`src/design/fetch_pkg.sv`:
```
// fetch front end shared definitions
// widths, queue depths, credits and the reset pc
// jal and c.j encodings
// line, fetch bundle, cache and redirect structs

`default_nettype none

package fetch_pkg;

    localparam int ADDR_W       = 32;
    localparam int HW_W         = 16;                       // one half-word
    localparam int LINE_HW      = 4;                        // half-words per cache line
    localparam int LINE_W       = LINE_HW * HW_W;
    localparam int LINE_BYTES   = LINE_HW * 2;
    localparam int LINE_OFF_W   = $clog2(LINE_HW);          // half-word index in a line
    localparam int POS_W        = LINE_OFF_W + 2;           // position in the two-line window
    localparam int FETCH_W      = 2;                        // instructions per cycle
    localparam int FW_CNT_W     = $clog2(FETCH_W + 1);
    localparam int LINE_Q_DEPTH = 4;                        // also caps requests in flight
    localparam int LQ_CNT_W     = $clog2(LINE_Q_DEPTH + 1);
    localparam int LQ_WIN       = 2;                        // head lines seen by the aligner
    localparam int INST_Q_DEPTH = 8;
    localparam int IQ_CNT_W     = $clog2(INST_Q_DEPTH + 1);
    localparam int OUT_CREDITS  = 4;                        // granted by decode after reset
    localparam int CRED_W       = $clog2(OUT_CREDITS + 1);

    localparam logic [ADDR_W-1:0] RESET_PC  = 32'h0000_0100;
    localparam logic [ADDR_W-1:0] LINE_MASK = ~ADDR_W'(LINE_BYTES - 1);

    localparam logic [6:0] OP_JAL    = 7'b1101111;
    localparam logic [2:0] CJ_FUNCT3 = 3'b101;              // c.j in quadrant 1
    localparam logic [1:0] CJ_QUAD   = 2'b01;

    typedef struct packed {
        logic [ADDR_W-1:0]     pc;      // line base
        logic [LINE_OFF_W-1:0] start;   // first half-word, only after a redirect
        logic [LINE_W-1:0]     data;
    } line_t;

    typedef struct packed {
        logic [ADDR_W-1:0] pc;
        logic [31:0]       ir;          // upper half zero when compressed
        logic              is_rvc;
        logic              is_jump;
        logic [ADDR_W-1:0] pnpc;        // predicted next pc
    } fet_bundle_t;

    typedef struct packed {
        logic              valid;
        logic [ADDR_W-1:0] addr;        // line aligned
    } ic_req_t;

    typedef struct packed {
        logic              valid;
        logic [LINE_W-1:0] data;
    } ic_resp_t;

    typedef struct packed {
        logic              valid;
        logic [ADDR_W-1:0] pc;
    } redir_t;

endpackage

`default_nettype wire
```
`src/design/fetch_top.sv`:
```
// fetch front end top level
// pc generator, line queue, aligner, predecoder, instruction queue
// downstream credit counter and output valid generation

`default_nettype none

module fetch_top (
    input  logic                                            clk,
    input  logic                                            rst,
    input  fetch_pkg::ic_resp_t                             ic_resp,
    input  fetch_pkg::redir_t                               be_redir,
    input  logic [fetch_pkg::FW_CNT_W-1:0]                  credit_ret,
    output fetch_pkg::ic_req_t                              ic_req,
    output fetch_pkg::fet_bundle_t [fetch_pkg::FETCH_W-1:0] out_bundle,
    output logic [fetch_pkg::FETCH_W-1:0]                   out_valid
);

    import fetch_pkg::*;

    line_t                          lq_push;
    logic                           lq_push_n;
    logic                           lq_flush;
    line_t [LQ_WIN-1:0]             lq_head;
    logic [LQ_CNT_W-1:0]            lq_count;
    logic                           line_pop;
    logic [$clog2(LQ_WIN+1)-1:0]    lq_pop_n;
    redir_t                         fe_redir;
    logic [FETCH_W-1:0][ADDR_W-1:0] inst_pc;
    logic [FETCH_W-1:0][31:0]       inst_ir;
    logic [FETCH_W-1:0]             inst_rvc;
    logic [FW_CNT_W-1:0]            inst_n;
    fet_bundle_t [FETCH_W-1:0]      pd_bundles;
    logic [FW_CNT_W-1:0]            keep_n;
    logic [IQ_CNT_W-1:0]            iq_count;
    logic [IQ_CNT_W-1:0]            room;
    logic [FW_CNT_W-1:0]            pop;
    logic [CRED_W-1:0]              credits;

    assign lq_pop_n = $bits(lq_pop_n)'(line_pop);      // at most one line per cycle
    assign room     = IQ_CNT_W'(INST_Q_DEPTH) - iq_count;

    fetch_pcgen pcgen_i (
        .clk(clk), .rst(rst), .be_redir(be_redir), .fe_redir(fe_redir),
        .ic_resp(ic_resp), .lq_count(lq_count), .ic_req(ic_req),
        .lq_push(lq_push), .lq_push_n(lq_push_n), .lq_flush(lq_flush)
    );

    fetch_fifo #(.payload_t(line_t), .DEPTH(LINE_Q_DEPTH), .PUSH_W(1), .POP_W(LQ_WIN)) line_q_i (
        .clk(clk), .rst(rst), .flush(lq_flush), .push_n(lq_push_n), .push_data(lq_push),
        .pop_n(lq_pop_n), .head(lq_head), .count(lq_count)
    );

    fetch_align align_i (
        .clk(clk), .rst(rst), .flush(lq_flush), .lines(lq_head), .line_count(lq_count),
        .room(room), .inst_pc(inst_pc), .inst_ir(inst_ir), .inst_rvc(inst_rvc),
        .inst_n(inst_n), .line_pop(line_pop)
    );

    fetch_predecode predecode_i (
        .inst_pc(inst_pc), .inst_ir(inst_ir), .inst_rvc(inst_rvc), .inst_n(inst_n),
        .bundles(pd_bundles), .keep_n(keep_n), .fe_redir(fe_redir)
    );

    fetch_fifo #(.payload_t(fet_bundle_t), .DEPTH(INST_Q_DEPTH), .PUSH_W(FETCH_W),
                 .POP_W(FETCH_W)) inst_q_i (
        .clk(clk), .rst(rst), .flush(be_redir.valid), .push_n(keep_n), .push_data(pd_bundles),
        .pop_n(pop), .head(out_bundle), .count(iq_count)
    );

    // send min(queued, credits, width), nothing while the backend redirects
    always_comb begin
        pop = FW_CNT_W'(FETCH_W);
        if (iq_count < pop) pop = FW_CNT_W'(iq_count);
        if (credits < pop) pop = FW_CNT_W'(credits);
        if (be_redir.valid) pop = '0;
        for (int i = 0; i < FETCH_W; i++) begin
            out_valid[i] = i < pop;
        end
    end

    always_ff @(posedge clk) begin
        if (rst) begin
            credits <= CRED_W'(OUT_CREDITS);
        end else begin
            credits <= credits - CRED_W'(pop) + CRED_W'(credit_ret);   // kept across redirects
        end
    end

endmodule

`default_nettype wire

```
`src/design/fetch_predecode.sv`:
```
// predecoder for the aligned fetch group
// finds jal and c.j, decodes their targets
// fills predicted next pc per lane
// truncates the group after the first jump and raises a redirect

`default_nettype none

module fetch_predecode (
    input  logic [fetch_pkg::FETCH_W-1:0][fetch_pkg::ADDR_W-1:0] inst_pc,
    input  logic [fetch_pkg::FETCH_W-1:0][31:0]                  inst_ir,
    input  logic [fetch_pkg::FETCH_W-1:0]                        inst_rvc,
    input  logic [fetch_pkg::FW_CNT_W-1:0]                       inst_n,
    output fetch_pkg::fet_bundle_t [fetch_pkg::FETCH_W-1:0]      bundles,
    output logic [fetch_pkg::FW_CNT_W-1:0]                       keep_n,
    output fetch_pkg::redir_t                                    fe_redir
);

    import fetch_pkg::*;

    logic [FETCH_W-1:0]             jal;
    logic [FETCH_W-1:0]             cj;
    logic [FETCH_W-1:0][ADDR_W-1:0] imm;
    logic [FETCH_W-1:0][ADDR_W-1:0] target;
    logic [FETCH_W-1:0][ADDR_W-1:0] seq;        // fall-through pc
    logic                           cut;

    always_comb begin
        for (int i = 0; i < FETCH_W; i++) begin
            jal[i] = !inst_rvc[i] && inst_ir[i][6:0] == OP_JAL;
            cj[i]  = inst_rvc[i] && inst_ir[i][15:13] == CJ_FUNCT3 && inst_ir[i][1:0] == CJ_QUAD;
            if (cj[i]) begin
                imm[i] = {{(ADDR_W - 12){inst_ir[i][12]}}, inst_ir[i][12], inst_ir[i][8],
                          inst_ir[i][10:9], inst_ir[i][6], inst_ir[i][7], inst_ir[i][2],
                          inst_ir[i][11], inst_ir[i][5:3], 1'b0};
            end else begin
                imm[i] = {{(ADDR_W - 21){inst_ir[i][31]}}, inst_ir[i][31], inst_ir[i][19:12],
                          inst_ir[i][20], inst_ir[i][30:21], 1'b0};
            end
            target[i] = inst_pc[i] + imm[i];
            seq[i]    = inst_pc[i] + (inst_rvc[i] ? ADDR_W'(2) : ADDR_W'(4));

            bundles[i].pc      = inst_pc[i];
            bundles[i].ir      = inst_ir[i];
            bundles[i].is_rvc  = inst_rvc[i];
            bundles[i].is_jump = jal[i] || cj[i];
            bundles[i].pnpc    = (jal[i] || cj[i]) ? target[i] : seq[i];
        end
    end

    // keep lanes up to and including the first jump
    always_comb begin
        keep_n   = '0;
        cut      = 1'b0;
        fe_redir = '0;
        for (int i = 0; i < FETCH_W; i++) begin
            if (!cut && i < inst_n) begin
                keep_n = keep_n + 1'b1;
                if (jal[i] || cj[i]) begin
                    cut = 1'b1;
                    // a last-lane jump to its own fall-through needs no restart
                    if (i != inst_n - 1 || target[i] != seq[i]) begin
                        fe_redir.valid = 1'b1;
                        fe_redir.pc    = target[i];
                    end
                end
            end
        end
    end

endmodule

`default_nettype wire

```
`src/design/fetch_align.sv`:
```
// instruction aligner
// cuts 16-bit and 32-bit instructions out of the two head lines
// handles instructions that cross a line boundary
// tracks the half-word offset and pops consumed lines

`default_nettype none

module fetch_align (
    input  logic                                              clk,
    input  logic                                              rst,
    input  logic                                              flush,
    input  fetch_pkg::line_t [fetch_pkg::LQ_WIN-1:0]          lines,
    input  logic [fetch_pkg::LQ_CNT_W-1:0]                    line_count,
    input  logic [fetch_pkg::IQ_CNT_W-1:0]                    room,
    output logic [fetch_pkg::FETCH_W-1:0][fetch_pkg::ADDR_W-1:0] inst_pc,
    output logic [fetch_pkg::FETCH_W-1:0][31:0]               inst_ir,
    output logic [fetch_pkg::FETCH_W-1:0]                     inst_rvc,
    output logic [fetch_pkg::FW_CNT_W-1:0]                    inst_n,
    output logic                                              line_pop
);

    import fetch_pkg::*;

    logic [LINE_OFF_W-1:0]                off;      // offset inside head line
    logic [LINE_OFF_W-1:0]                eff;
    logic [2*LINE_HW-1:0][HW_W-1:0]       win;      // head line in the low half
    logic [POS_W-1:0]                     avail;    // half-words present
    logic [FETCH_W:0][POS_W-1:0]          pos;      // instruction starts
    logic [FETCH_W-1:0]                   big;      // 32-bit encoding
    logic [FW_CNT_W-1:0]                  n;
    logic [POS_W-1:0]                     fin;
    logic                                 stop;

    always_comb begin
        win = {lines[1].data, lines[0].data};
        // the start field only matters for the first line after a redirect
        eff = (off > lines[0].start) ? off : lines[0].start;
        if (line_count >= LQ_CNT_W'(2)) begin
            avail = POS_W'(2 * LINE_HW);
        end else if (line_count == LQ_CNT_W'(1)) begin
            avail = POS_W'(LINE_HW);
        end else begin
            avail = '0;
        end
        pos[0] = POS_W'(eff);
        n      = '0;
        stop   = flush;
        for (int i = 0; i < FETCH_W; i++) begin
            big[i]     = win[pos[i]][1:0] == 2'b11;
            pos[i + 1] = pos[i] + (big[i] ? POS_W'(2) : POS_W'(1));
            if (!stop && pos[i + 1] <= avail && i < room) begin
                n = n + 1'b1;
            end else begin
                stop = 1'b1;                              // lanes stay contiguous
            end
        end
        fin = pos[n];
    end

    always_comb begin
        for (int i = 0; i < FETCH_W; i++) begin
            inst_pc[i]  = lines[0].pc + ADDR_W'({pos[i], 1'b0});
            inst_ir[i]  = big[i] ? {win[pos[i] + 1'b1], win[pos[i]]} : {16'h0, win[pos[i]]};
            inst_rvc[i] = !big[i];
        end
    end

    assign inst_n   = n;
    assign line_pop = fin >= POS_W'(LINE_HW);          // head line used up

    always_ff @(posedge clk) begin
        if (rst || flush) begin
            off <= '0;
        end else if (line_pop) begin
            off <= LINE_OFF_W'(fin - POS_W'(LINE_HW));   // roll into next line
        end else if (n != '0) begin
            off <= LINE_OFF_W'(fin);
        end
    end

endmodule

`default_nettype wire

```
`src/design/fetch_pcgen.sv`:
```
// fetch pc generation
// redirect selection, backend over frontend
// registered cache request under line queue credits
// in-flight and stale response counting, line tagging

`default_nettype none

module fetch_pcgen (
    input  logic                             clk,
    input  logic                             rst,
    input  fetch_pkg::redir_t                be_redir,
    input  fetch_pkg::redir_t                fe_redir,
    input  fetch_pkg::ic_resp_t              ic_resp,
    input  logic [fetch_pkg::LQ_CNT_W-1:0]   lq_count,
    output fetch_pkg::ic_req_t               ic_req,
    output fetch_pkg::line_t                 lq_push,
    output logic                             lq_push_n,
    output logic                             lq_flush
);

    import fetch_pkg::*;

    redir_t                fe_q;        // frontend redirect, one cycle late
    redir_t                redir;       // redirect taken this cycle
    logic [ADDR_W-1:0]     tgt_line;
    logic [ADDR_W-1:0]     next_addr;   // next line to request
    logic [ADDR_W-1:0]     resp_pc;     // line of the oldest kept request
    logic [LINE_OFF_W-1:0] resp_start;
    logic [LQ_CNT_W-1:0]   inflight;
    logic [LQ_CNT_W-1:0]   drop;        // stale responses still to come
    logic [LQ_CNT_W-1:0]   lq_used;
    logic                  issue;
    logic                  keep;

    always_comb begin
        redir = fe_q;
        if (be_redir.valid) redir = be_redir;
    end

    assign tgt_line = redir.pc & LINE_MASK;
    assign lq_flush = redir.valid;
    assign lq_used  = redir.valid ? '0 : lq_count;   // queue is emptied this cycle
    assign issue    = (inflight + lq_used) < LINE_Q_DEPTH;
    assign keep     = ic_resp.valid && drop == '0 && !redir.valid;

    assign lq_push.pc    = resp_pc;
    assign lq_push.start = resp_start;
    assign lq_push.data  = ic_resp.data;
    assign lq_push_n     = keep;

    always_ff @(posedge clk) begin
        if (rst) begin
            fe_q       <= '0;
            ic_req     <= '0;
            next_addr  <= RESET_PC & LINE_MASK;
            resp_pc    <= RESET_PC & LINE_MASK;
            resp_start <= RESET_PC[LINE_OFF_W:1];
            inflight   <= '0;
            drop       <= '0;
        end else begin
            fe_q         <= be_redir.valid ? '0 : fe_redir;
            ic_req.valid <= issue;
            ic_req.addr  <= redir.valid ? tgt_line : next_addr;
            inflight     <= inflight + LQ_CNT_W'(issue) - LQ_CNT_W'(ic_resp.valid);
            if (redir.valid) begin
                next_addr  <= issue ? tgt_line + LINE_BYTES : tgt_line;
                resp_pc    <= tgt_line;
                resp_start <= redir.pc[LINE_OFF_W:1];   // half-word of the target
                drop       <= inflight - LQ_CNT_W'(ic_resp.valid);
            end else begin
                if (issue) next_addr <= next_addr + LINE_BYTES;
                if (keep) begin
                    resp_pc    <= resp_pc + LINE_BYTES;
                    resp_start <= '0;                   // later lines start at 0
                end
                if (ic_resp.valid && drop != '0) drop <= drop - 1'b1;
            end
        end
    end

endmodule

`default_nettype wire

```
`src/design/fetch_fifo.sv`:
```
// circular queue with a type parameter for the payload
// multi-lane push behind the tail, multi-lane pop from the front
// combinational head window and occupancy count

`default_nettype none

module fetch_fifo #(
    parameter type payload_t = logic,
    parameter int  DEPTH     = 4,       // power of two, index wraps naturally
    parameter int  PUSH_W    = 1,
    parameter int  POP_W     = 1
) (
    input  logic                         clk,
    input  logic                         rst,
    input  logic                         flush,
    input  logic [$clog2(PUSH_W+1)-1:0]  push_n,
    input  payload_t [PUSH_W-1:0]        push_data,
    input  logic [$clog2(POP_W+1)-1:0]   pop_n,
    output payload_t [POP_W-1:0]         head,
    output logic [$clog2(DEPTH+1)-1:0]   count
);

    typedef logic [$clog2(DEPTH)-1:0]   idx_t;
    typedef logic [$clog2(DEPTH+1)-1:0] cnt_t;

    payload_t mem [DEPTH];
    idx_t     front;
    idx_t     tail;
    cnt_t     num;

    assign tail  = front + idx_t'(num);
    assign count = num;

    always_ff @(posedge clk) begin
        if (rst || flush) begin
            front <= '0;
            num   <= '0;
        end else begin
            front <= front + idx_t'(pop_n);
            num   <= num + cnt_t'(push_n) - cnt_t'(pop_n);   // caller keeps this in range
        end
    end

    // entries land behind the tail, lane 0 first
    always_ff @(posedge clk) begin
        for (int i = 0; i < PUSH_W; i++) begin
            if (i < push_n) begin
                mem[tail + idx_t'(i)] <= push_data[i];
            end
        end
    end

    // look-ahead window, lanes past count are stale
    always_comb begin
        for (int i = 0; i < POP_W; i++) begin
            head[i] = mem[front + idx_t'(i)];
        end
    end

endmodule

`default_nettype wire

```
`config.mk`:
```
export PLATFORM = sky130hd
export DESIGN_NAME = fetch_top
export DESIGN_NICKNAME = d
export VERILOG_FILES = /design/src/design/fetch_pkg.sv /design/src/design/fetch_top.sv /design/src/design/fetch_predecode.sv /design/src/design/fetch_align.sv /design/src/design/fetch_pcgen.sv /design/src/design/fetch_fifo.sv
export SDC_FILE = /design/constraint.sdc
export NUM_CORES = 2
export LEC_CHECK = 0
export BUFFER_PORTS_ARGS = -buffer_cell sky130_fd_sc_hd__buf_4
export CORE_MARGIN = 8
export CORE_UTILIZATION = 35
export CTS_BUF_LIST = sky130_fd_sc_hd__clkbuf_4 sky130_fd_sc_hd__clkbuf_8 sky130_fd_sc_hd__clkbuf_16
export CTS_CLUSTER_SIZE = 14
export DETAILED_ROUTE_END_ITERATION = 8
export GPL_ROUTABILITY_DRIVEN = 0
export HOLD_SLACK_MARGIN = 0.06
export PLACE_DENSITY_LB_ADDON = 0.15
export SETUP_SLACK_MARGIN = 0.1
export SLEW_MARGIN = 15
export SYNTH_ARGS = -nofsm -noshare
export SYNTH_HDL_FRONTEND = slang
export SYNTH_HIERARCHICAL = 1
export SYNTH_SLANG_ARGS = --single-unit
```
`constraint.sdc`:
```
create_clock -name clk -period 20.3 [get_ports clk]
set_clock_uncertainty 0.2 [all_clocks]
set_input_delay 3.045 -clock clk [delete_from_list [all_inputs] [get_ports clk]]
set_output_delay 3.045 -clock clk [all_outputs]
set_load 0.05 [all_outputs]
```
* Word-level counts from Yosys, hierarchy flattened
Memory sizes are Yosys's and may differ from the RTL's. A register that Yosys moved wholly into a read port is not among the register bits.
Cells that the tools add are included.
** Cells by class
- $add $sub $neg :: 36
- Muxes and demuxes :: 61
- Magnitude comparators :: 22
- Reduce and logical (&&, ||, !) cells :: 35
- Eq/ne operators :: 12
** Operators by type and width (count)
- $mux 32 :: 12
- $mux 33 :: 7
- $bmux 16 s3 :: 3
- $add 32x32->32 :: 4
- $add 32x4->32 const B :: 3
- $mux 16 :: 4
- $ne 32x32->1 :: 2
- $add 32x3->32 :: 1
- $add 32x5->32 :: 1
- $bmux 16 s2 :: 1
- $lt 32x3->1 const B :: 1
- $ne 1x32->1 const A :: 1
- $reduce_bool 32->1 :: 1
- $mux 2 :: 13
- $mux 3 :: 7
- $eq 7x7->1 const B :: 2
- $logic_and 1x1->1 :: 14
- $lt 1x2->1 const A :: 6
- $lt 4x4->1 const B :: 3
- $mux 1 :: 11
- $reduce_bool 2->1 :: 5
- $sub 3x1->3 :: 3
- $bmux 4 s2 :: 1
- $le 4x4->1 :: 2
- other kinds (39) :: 58
** Storage, ports and cells
- Logic and storage cells :: 185
- Memory bits (writable) :: 1176
- Memories :: 2
- Input port bits :: 102
- Register bits :: 155
- Output and inout port bits :: 231
** Memories
- inst_q_i.mem :: words 8, width 98, read ports 2, clocked after memory_dff 1, write ports 2, RTL line fetch_fifo.sv:26 : payload_t mem [DEPTH];
- line_q_i.mem :: words 4, width 98, read ports 2, clocked after memory_dff 1, write ports 1, RTL line fetch_fifo.sv:26

* Logic depth before layout (Yosys ltp)
- Word-level depth :: 25
- Mapped depth :: 43

* Modules after synthesis
Netlist, hierarchy kept.
** Modules (own cells, without submodules)
- fetch_fifo at inst_q_i :: instances 1, cells each 2429, seq. area each 23682.7 µm², area each 44889.3 µm²
- fetch_fifo at line_q_i :: instances 1, cells each 663, seq. area each 11871.4 µm², area each 16903.7 µm²
- fetch_predecode :: instances 1, cells each 1323, seq. area each 0.0 µm², area each 9190.1 µm²
- fetch_pcgen :: instances 1, cells each 899, seq. area each 2562.5 µm², area each 7445.9 µm²
- fetch_align :: instances 1, cells each 530, seq. area each 40.0 µm², area each 5128.7 µm²
- fetch_top :: instances 1, cells each 39, seq. area each 60.1 µm², area each 335.3 µm²

* Worst setup path before layout
OpenSTA, ideal clock, no wires.
- Kind :: register to register
- Start :: reg line_q_i.front[0]
- End :: mem inst_q_i/mem[6][0] in the netlist's numbering (enable)
- Arrival :: 14.479 ns
- Stages on the path, launching flop included :: 33
- Slack :: 4.917 ns
- Cells stage by stage :: dfxtp_1 buf_6 buf_6 buf_6 mux4_1 inv_1 ha_1 o22ai_1 mux2i_1 buf_6 mux4_2 buf_2 nand2b_1 ha_1 inv_1 fa_1 clkbuf_1 mux4_2 and3_1 a31oi_2 buf_2 inv_1 fa_1 xor2_1 ha_1 nand2_1 nor3_1 o211a_1 ha_1 nor2_1 nor2_1 o21bai_1 o32ai_1
** RTL lines
- start: declaration :: RTL line fetch_fifo.sv:27 : idx_t front;
- start signal: assignment :: RTL line fetch_fifo.sv:39 : front <= front + idx_t'(pop_n);
- end: declaration :: RTL line fetch_fifo.sv:26

==> out/metrics.yaml <==
sta:
  max_freq_mhz: 67.8
  hold_viol: 0
  maxSlewViolCount: 0
  post-route-period-util_pct: 72.6
  finalSetupViolCount: 0
  finalCriticalPeriod_ps: 14750
  relSlewSlack_pct: 11.3
  grt_setup_unrepaired: "no"
  whs_ps: 324
  setup-tns-final_ps: 0
  worst_slew_pin_slew_ps: 1330
floorplan:
  start_util_pct: 35.1
  ios: 333
  die_y_um: 503
  die_area_um2: 253000
  rows: 179
  core_um2: 237000
  die_width_um: 503
critical_path:
  worstSetupPathType: "flip-flop to flip-flop"
  required_ps: 20550
  cp_slowest_stage_delay_ps: 810
  reg2reg_slack_ps: 5550
  critPathMaxFanout: 61
  cp_slowest_cell: "or2_4"
  r2r_cells: 33
  path_common_cell: "buf_4"
  r2r_start: "line_q_i/front[1]"
  arrival_ps: 14990
  end_kind: "flip-flop"
  worstReg2RegEnd: "inst_q_i/mem[7][45]"
  start_kind: "flip-flop"
detailed_routing:
  wl_per_cell_um: 31.2
  drc: 0
  via_per_inst: 5.90
  dr.pass1.iters: 6
  drtIter0Drc: 5068
  vias: 54400
  wl_mm: 288
  drtAntennaViolNets: 0
global_routing:
  antenna_found_initial: 38
  grt_max_degree: 120
  grt_overflow_total: 0
  track_usage_pct: 22.0
  grt_pass1_wl_mm: 407
  grt_pass1_vias: 54600
clock_tree:
  cts_hold_buf: 0
  cts_tree: "done"
  cts_setup_buffers: 0
  insertion_delay_ps: 820
  postCtsResizedCells: 0
  path_clk_slew_ps: 60
  cts.sinks: 1321
  cts_buffer_depth: 3
  htreeDepth: 4
  root_buffer: "clkbuf_16"
  cts_buffers: 159
layout:
  fin_util_pct: 39.3
  drive_gt1_share_pct: 41.6
  area_delta_synth_final_pct: 12.1
  final_cell_mix: "edfxtp_1, mux2_2, mux4_2"
  final_common_cell: "edfxtp_1"
  register_area_um2: 38200
  multi_input_area_um2: 41400
  layout.nets: 6144
  nFillCells: 22100
place:
  numPortBuffers: 328
  dpl.hpwl_mm: 190
worst_hold_path:
  min_from: "pcgen_i/next_addr[31]"
  hold_path.class: "flip-flop to flip-flop"
  hold_path_depth: 2
  hold_end: "pcgen_i/ic_req[31]"
power:
  p_leak_nw: 30.9
  power_density_nw_per_um2: 183
  ir_worst_vdd_uv: 312
  total_power_mw: 17.1
synthesis:
  netlist_area_um2: 83100
  netlist_instances: 5841
  ys_warn_count: 6
  synth.avg_cell_area_um2: 14.2
flow_run:
  max_cap_violations: 0
run_status:
  status: "completed"
## worst max-delay path by stage
| stage | start | to | slack [ps] | depth (start not counted) |
|---|---|---|---|---|
| 3_5_place_dp | line_q_i/front[1] | inst_q_i/mem[7][41] | 5410 | 35 |
| 6_report | line_q_i/front[1] | inst_q_i/mem[7][45] | 5550 | 33 |
| 3_3_place_gp | line_q_i/front[1] | inst_q_i/mem[7][41] | 5390 | 33 |
| 5_1_grt | line_q_i/front[1] | inst_q_i/mem[7][38] | 4840 | 33 |
| 4_1_cts | line_q_i/front[1] | inst_q_i/mem[7][58] | 5380 | 35 |
| 2_1_floorplan | line_q_i/front[0] | inst_q_i/mem[6][0] | 4930 | 32 |
## sequential cells by signal, summed over array words and instances (netlist names), 3 cells and up
signal             count
inst_q_i/mem         784
line_q_i/mem         392
pcgen_i/fe_q          32
pcgen_i/ic_req        30
pcgen_i/next_addr     29
pcgen_i/resp_pc       29
inst_q_i/count         4
credits                3
inst_q_i/front         3
line_q_i/count         3
pcgen_i/drop           3
pcgen_i/inflight       3
## critical path, delay by kind of cell (launching register included)
family          cells  cell delay (ps)
simple gates        8             3310
mux                 4             2170
flops               1              710
xor+xnor            1              160
buf+inv            12             4420
fa+ha+maj           5             2000
compound gates      3             1100
## metal layers
layer,vias up,part of all wire (%),global-route usage [%]
li1,23200,-,-
met1,28800,44,30.5
met2,1946,47,35.6
met3,352,6.6,3.98
met4,24,2.8,6.12
met5,-,0.055,0
## area by class of cell
| cell class | instances | area share, % |
|---|---|---|
| Multi-Input combinational cell | 3812 | 44.5 |
| Clock inverter | 103 | 0.990 |
| Clock buffer | 183 | 4.49 |
| Sequential cell | 1321 | 41.1 |
| Inverter | 129 | 0.525 |
| Timing Repair Buffer | 488 | 4.12 |
| Tap cell | 3167 | 4.26 |
| Antenna cell | 16 | 0.0430 |
## where the power goes
part	switching [mW]	internal [mW]
combinational	6.59	3.84
clock	1.21	1.61
sequential	0.172	3.62
total	7.98	9.08
## through the flow
stage                     area, um^2  std cells  worst slack (ps)
after floorplan                83100       5847              4930
after global placement         87900       8917              5390
after detailed placement       87900       8917              5410
after CTS                      93000       9203              5380
after global routing           93100       9206              4840
final                          93100       9219              5550
No activity file was read; power rests on OpenSTA's default activity.
